===== src/dmm_pkg.sv =====
/*
  shared definitions for the meter control FPGA
  register map, conditioning vector bit layout, mode codes, SPI frame sizes
  every RTL file takes this in with a wildcard import in its module header
*/

package dmm_pkg;

  ////////////////////
  // widths

  localparam int cmd_bits  = 8;    // read flag + 7 bit address
  localparam int data_bits = 32;
  localparam int cond_bits = 29;   // 4x4 mux + pc + led + 8 mon + 3 singles

  typedef logic [data_bits-1:0]  reg_word_t;
  typedef logic [cmd_bits-2:0]   reg_addr_t;   // cmd byte minus read flag
  typedef logic [cond_bits-1:0]  cond_vec_t;

  // mode register, only low three bits are stored
  // codes 4..7 were the modulation sequencers, now just park everything low
  typedef enum logic [2:0] {
    mode_led     = 3'd0,   // fpga idle, led under mcu control
    mode_ones    = 3'd1,   // every conditioning pin high
    mode_pattern = 3'd2,   // free running counter on the pins
    mode_direct  = 3'd3    // pins straight from the direct register
  } mode_t;

  ////////////////////
  // register addresses

  localparam reg_addr_t addr_led     = 7'd0;
  localparam reg_addr_t addr_oe_4094 = 7'd1;
  localparam reg_addr_t addr_mode    = 7'd2;
  localparam reg_addr_t addr_direct  = 7'd3;
  localparam reg_addr_t addr_status  = 7'd4;   // read only

  ////////////////////
  // conditioning vector layout
  // these are base indices, wide fields are taken with +:

  localparam int idx_azmux         = 0;    // u414 a0..a2, en
  localparam int idx_himux         = 4;    // u413
  localparam int idx_himux2        = 8;    // u402
  localparam int idx_sig_pc_sw     = 12;   // pre-charge switch
  localparam int idx_led0          = 13;
  localparam int idx_monitor       = 14;   // 8 pins, 14..21
  localparam int idx_adcmux        = 22;   // u902 current switches
  localparam int idx_cmpr_latch    = 26;
  localparam int idx_meas_complete = 27;
  localparam int idx_spi_interupt  = 28;   // top bit

  // 4094 strobe level while the chain is selected
  localparam logic strobe_active_high = 1'b1;

endpackage


===== src/conditioning_mux.sv =====
/*
  builds the 29 bit conditioning vector from the mode register
  holds the free running test pattern counter
  output is combinational from the registers, so a write shows the next cycle
*/

module conditioning_mux
  import dmm_pkg::*;
(
  input  logic      clk,
  input  logic      rst_n,
  input  logic      reg_led,
  input  mode_t     reg_mode,
  input  cond_vec_t reg_direct,
  output cond_vec_t cond
);

  ////////////////////
  // test pattern

  cond_vec_t pattern_q;   // wraps at 2^29

  always_ff @(posedge clk or negedge rst_n)
  begin
    if (!rst_n)
      pattern_q <= '0;
    else
      pattern_q <= pattern_q + 1'b1;   // runs in every mode
  end

  ////////////////////
  // mode select

  always_comb
  begin
    cond = '0;   // codes 4..7 park all switches low
    case (reg_mode)
      mode_led:
        cond[idx_led0] = reg_led;      // mcu blinks the led, rest off
      mode_ones:
        cond = '1;
      mode_pattern:
        cond = pattern_q;              // exercises every pin, handy on a scope
      mode_direct:
        cond = reg_direct;
      default:
        cond = '0;
    endcase
  end

endmodule


===== config.mk =====
export PLATFORM = sky130hd
export DESIGN_NAME = conditioning_mux
export DESIGN_NICKNAME = d
export VERILOG_FILES = /design/src/dmm_pkg.sv /design/src/conditioning_mux.sv
export SDC_FILE = /design/constraint.sdc
export NUM_CORES = 1
export LEC_CHECK = 0
export ABC_AREA = 1
export BUFFER_PORTS_ARGS = -buffer_cell sky130_fd_sc_hd__buf_2
export CAP_MARGIN = 0
export CELL_PAD_IN_SITES_DETAIL_PLACEMENT = 0
export CELL_PAD_IN_SITES_GLOBAL_PLACEMENT = 1
export CORE_MARGIN = 8
export CORE_UTILIZATION = 39
export CTS_CLUSTER_SIZE = 8
export DETAILED_ROUTE_END_ITERATION = 8
export PLACE_DENSITY = 0.84
export RECOVER_POWER = 100
export SETUP_SLACK_MARGIN = 0.5
export SLEW_MARGIN = 20
export SYNTH_ARGS = -nofsm -noshare
export SYNTH_HDL_FRONTEND = slang
export SYNTH_SLANG_ARGS = --single-unit

===== constraint.sdc =====
create_clock -name clk -period 3.23 [get_ports clk]
set_input_delay 0.646 -clock clk [delete_from_list [all_inputs] [get_ports clk]]
set_output_delay 0.646 -clock clk [all_outputs]
set_load 0.05 [all_outputs]

# After elaboration in Yosys (flattened, before gate mapping)
# Cells that the tools add are included.
# totals
word_cells	9
register_bits	29
output_inout_bits	29
input_bits	35
# classes
mux	3
reduce_logical	1
n_addsub	1
n_eq_ne	3
# op_table
cell	n
$pmux W15 S3	1
$pmux W13 S3	1
$add A29 B1 Y29 const B	1
$eq A3 B2 Y1 const B	2
$pmux W1 S4	1
$eq A3 B1 Y1 const B	1
$logic_not A3 Y1	1

# Logic depth before layout (Yosys ltp)
# depth
depth_word	2
mapped_depth	8
ltp_nobuf	8

# Least setup slack after synthesis
# Ideal clock, no wire load.
# synth_timing
path_kind	in2out
start	input port reg_mode[0]
end	output port cond[0]
path_buffers	1
slack_ps	657
stages	4
required_time_ps	2584
arrival_time_ps	1927
path_cell_list	nor3_4 > inv_2 > buf_2 > o211ai_1
# synth_between
elab_chain_len	2
elab_cells_between_ends	4
classes_between	eq/ne (3); mux (1)
# synth_rtl
element	line_no	rtl
from (decl)	conditioning_mux.sv:13	input mode_t reg_mode,
$eq A3 B2 Y1 or $eq A3 B1 Y1 (tied branches)	conditioning_mux.sv:37	case (reg_mode)
$pmux W13 S3 (*)	conditioning_mux.sv:37	
to (decl)	conditioning_mux.sv:15	output cond_vec_t cond
# Mark *: on every way between the ends. The rest lies on a longest branch, timed or not.

# Worst setup path in the final report
# layout_timing
start	input port reg_mode[2]
end	output port cond[9]
# The elaborated chain is that of the path after synthesis.

==> flow_summary_export.csv <==
group,metric,value,unit
yosys,yosysTopAreaCellShare,35.8,%
finish,diodes,0,
timing,tightestPinTransition,1.62,ns
worst_setup_path,crit_path_max_fanout,29,
clocking,post-cts-setup-buffer-count,0,
global_routing,grt_pass1_vias,1958,
clocking,numCtsBuffers,5,
floorplanning,core-area,0.00507,mm^2
routing,wl_per_cell,13.4,um
routing,route.met2.wl,2290,um
clocking,root_buffer,"clkbuf_8",
clocking,clock_path_buffers,2,
worst_setup_path,cp_data_required_time,2.58,ns
pwr,peakVddDrop,0.146,mV
global_routing,grt_max_degree,30,
yosys,ys_ff_latch,29,
global_routing,grt_use_total,15.1,%
run,max_cap_viol_count,1,
placed_design,place_ws,0.763,ns
pwr,power.density,345,mW/mm^2
finish,fillers,544,
timing,rsz0062_at_grt,"no",
yosys,synthCells,281,
worst_setup_path,rr_startpoint,"pattern_q[1]",
worst_setup_path,crit_slowest_cell,"clkbuf_2",
floorplanning,fp.dieW,88.1,um
timing,fmax,379,MHz
yosys,yosys-top-cells-count,"nand2_1, dfrtp_1, inv_1",
yosys,yosysWarnings,0,
floorplanning,start_util,39.9,%
worst_setup_path,worstSetupEndpointType,"output port",
global_routing,antenna_found_initial,0,
worst_setup_path,arrival,1.99,ns
outcome,status,"finished, violations left",
outcome,violations,"capacitance limit, slew limit",
timing,setup_viol,0,
pwr,leakagePower,1.19,nW
finish,regMostFlops,"pattern_q",
routing,wl_met1,2730,um
timing,finalCriticalPeriod,2.64,ns
yosys,netlist_area,0.00203,mm^2
timing,fin_skew,0.00497,ns
routing,dr.pass1.iters,4,
clocking,h-tree-depth,2,
routing,drc,0,
finish,largest_register_ffs,29,
timing,setup_tns,0,ns
clocking,clock_sinks,29,
worst_setup_path,cp-start-kind,"primary input",
finish,top_regs,"pattern_q: 29 flops",
yosys,yosysTopAreaCell,"dfrtp_1",
timing,finalCritPeriodShare,81.7,%
global_routing,grt_pass1_wl,9270,um
pwr,combPwrFrac,20.1,%
pwr,seqPwrFrac,43.7,%
pwr,net-switching-power,0.257,mW
placed_design,hpwl,4300,um
worst_setup_path,reg2reg_depth,8,
routing,viasPerCell,4.64,
yosys,post-synth-top-count-cell,"nand2_1",
pwr,p_int,0.574,mW
yosys,ys_seq_area_share,35.8,%
finish,drive_gt1_share,23.6,%
timing,hold_viol_final,0,
yosys,async_flop_share,100,%
worst_setup_path,path_buf_inv,5,
worst_setup_path,critPathTopFamily,"buffers and inverters",
yosys,synth.area.top_cells,"dfrtp_1, nand2_1, o211ai_1",
clocking,clk_latency,0.28,ns
clocking,cts_hold_buf,0,
yosys,synth.avg_cell_area,7.21,um^2
floorplanning,ioPinCount,64,
worst_setup_path,slowest_delay,0.49,ns
clocking,clkTransAtPathRegs,0.06,ns
worst_hold_path,holdCritPathClass,"reg -> reg",
yosys,syn-num-nets,317,
routing,drtIter0Drc,76,
worst_hold_path,min_from,"pattern_q[28]",
clocking,ctsResizeCount,0,
routing,wl_met3,514,um
routing,wirelength,5600,um
worst_setup_path,criticalPathCategory,"in -> out",
placed_design,numPortBuffers,63,
global_routing,overflow,0,
pwr,switching_share,30.9,%
yosys,synth_edf_count,0,
routing,ant_nets,0,
worst_setup_path,r2r_slack,1.43,ns
timing,slew_headroom,-7.96,%
worst_hold_path,hold_depth,2,
finish,num-nets-final,383,
routing,topRoutingLayerUsed,"met4",
routing,num_vias,1935,
floorplanning,die_h,88.1,um
timing,fin_ws,0.590,ns
floorplanning,dieArea,0.00776,mm^2
worst_hold_path,min_to,"pattern_q[28]",
yosys,ys.flop_type,"dfrtp_1",
timing,finalMaxSlewViolations,30,
worst_setup_path,cp_cell_sequence,"buf_2 > inv_1 > nand3_1 > inv_1 > clkbuf_2 > a22oi_1 > nand2_1 > buf_2",
worst_setup_path,reg2reg_to,"pattern_q[18]",
clocking,cts_tree,"yes",
yosys,yosys.cell_types.count,22,
finish,syn_to_final_growth,19.0,%
floorplanning,num_rows,26,
pwr,pwr-share-clk,36.1,%
placed_design,gp_congestion,0.838,
worst register-to-register path, stage by stage, from the launching register on:
cell,delay [ns]
dfrtp_1,0.40
ha_1,0.22
nand2_2,0.06
nor2_1,0.23
nand2_1,0.24
nor2_1,0.35
nand2_1,0.09
nand2_1,0.07
nand2_1,0.04
how the worst max path moves through the flow:
stage	startpoint	to	slack (ns)	cells past startpoint
after detailed placement	reg_mode[0]	cond[21]	0.76	6
after global routing	reg_mode[2]	cond[5]	0.42	8
after floorplan	reg_mode[0]	cond[0]	0.66	4
after global placement	reg_mode[0]	cond[28]	0.78	6
final	reg_mode[2]	cond[9]	0.59	8
after CTS	reg_mode[0]	cond[21]	0.75	6
final cells by class:
class	instances	area, um^2	share of cell area, %
well taps	70	87.6	3.63
inverters	27	101	4.21
clock buffers	7	86.3	3.58
repair buffers	66	334	13.9
multi-input cells	218	1070	44.6
flip-flops and latches	29	726	30.1
layout by cell type (no fill, tap or decap), types with 2 or more instances in the layout:
cell      count
nand2_1     110
buf_2        62
nor2_1       35
dfrtp_1      29
inv_1        26
nand3_1      18
o211ai_1     16
xor2_1       13
a22oi_1       9
clkbuf_8      6
nor2_2        4
and2_1        4
nand2_2       3
clkbuf_1      2
buf_4         2
per-layer routing:
layer / vias up / global-route usage, %
met5: - / 0
met4: 0 / 4.61
met3: 7 / 4.50
met2: 63 / 23.5
met1: 841 / 19.5
li1: 1024 / -
kinds of logic (layout without fill, tap and decap cells):
kind of cell	after synthesis	count (layout)	synth area share [%]
xor gates and xnor gates	15	15	6.86
AOI/OAI and AO/OA	26	26	9.51
and+or+nand+nor	176	176	40.2
adders and majority gates	1	1	0.618
buffers and inverters	34	100	6.98
DFF	29	29	35.8
power groups by stage:
stage | sequential, mW | combinational [mW] | clock (mW)
floorplan | 0.370 | 0.113 | 0
detailed placement | 0.370 | 0.169 | 0
CTS | 0.363 | 0.170 | 0.312
global placement | 0.370 | 0.168 | 0
global route | 0.363 | 0.179 | 0.324
finish | 0.363 | 0.167 | 0.300
stage by stage:
step / util, % / total power, mW / cells / hold WS, ns / cell area (um^2)
floorplan: - / 0.483 / 281 / 0.350 / 2030
global placement: 47.5 / 0.538 / 410 / 0.458 / 2410
detailed placement: 47.5 / 0.539 / 410 / 0.458 / 2410
CTS: 49.2 / 0.845 / 417 / 0.419 / 2500
global route: 47.5 / 0.866 / 417 / 0.520 / 2410
finish: 47.5 / 0.831 / 417 / 0.468 / 2410
(Power assumes the default switching activity.)
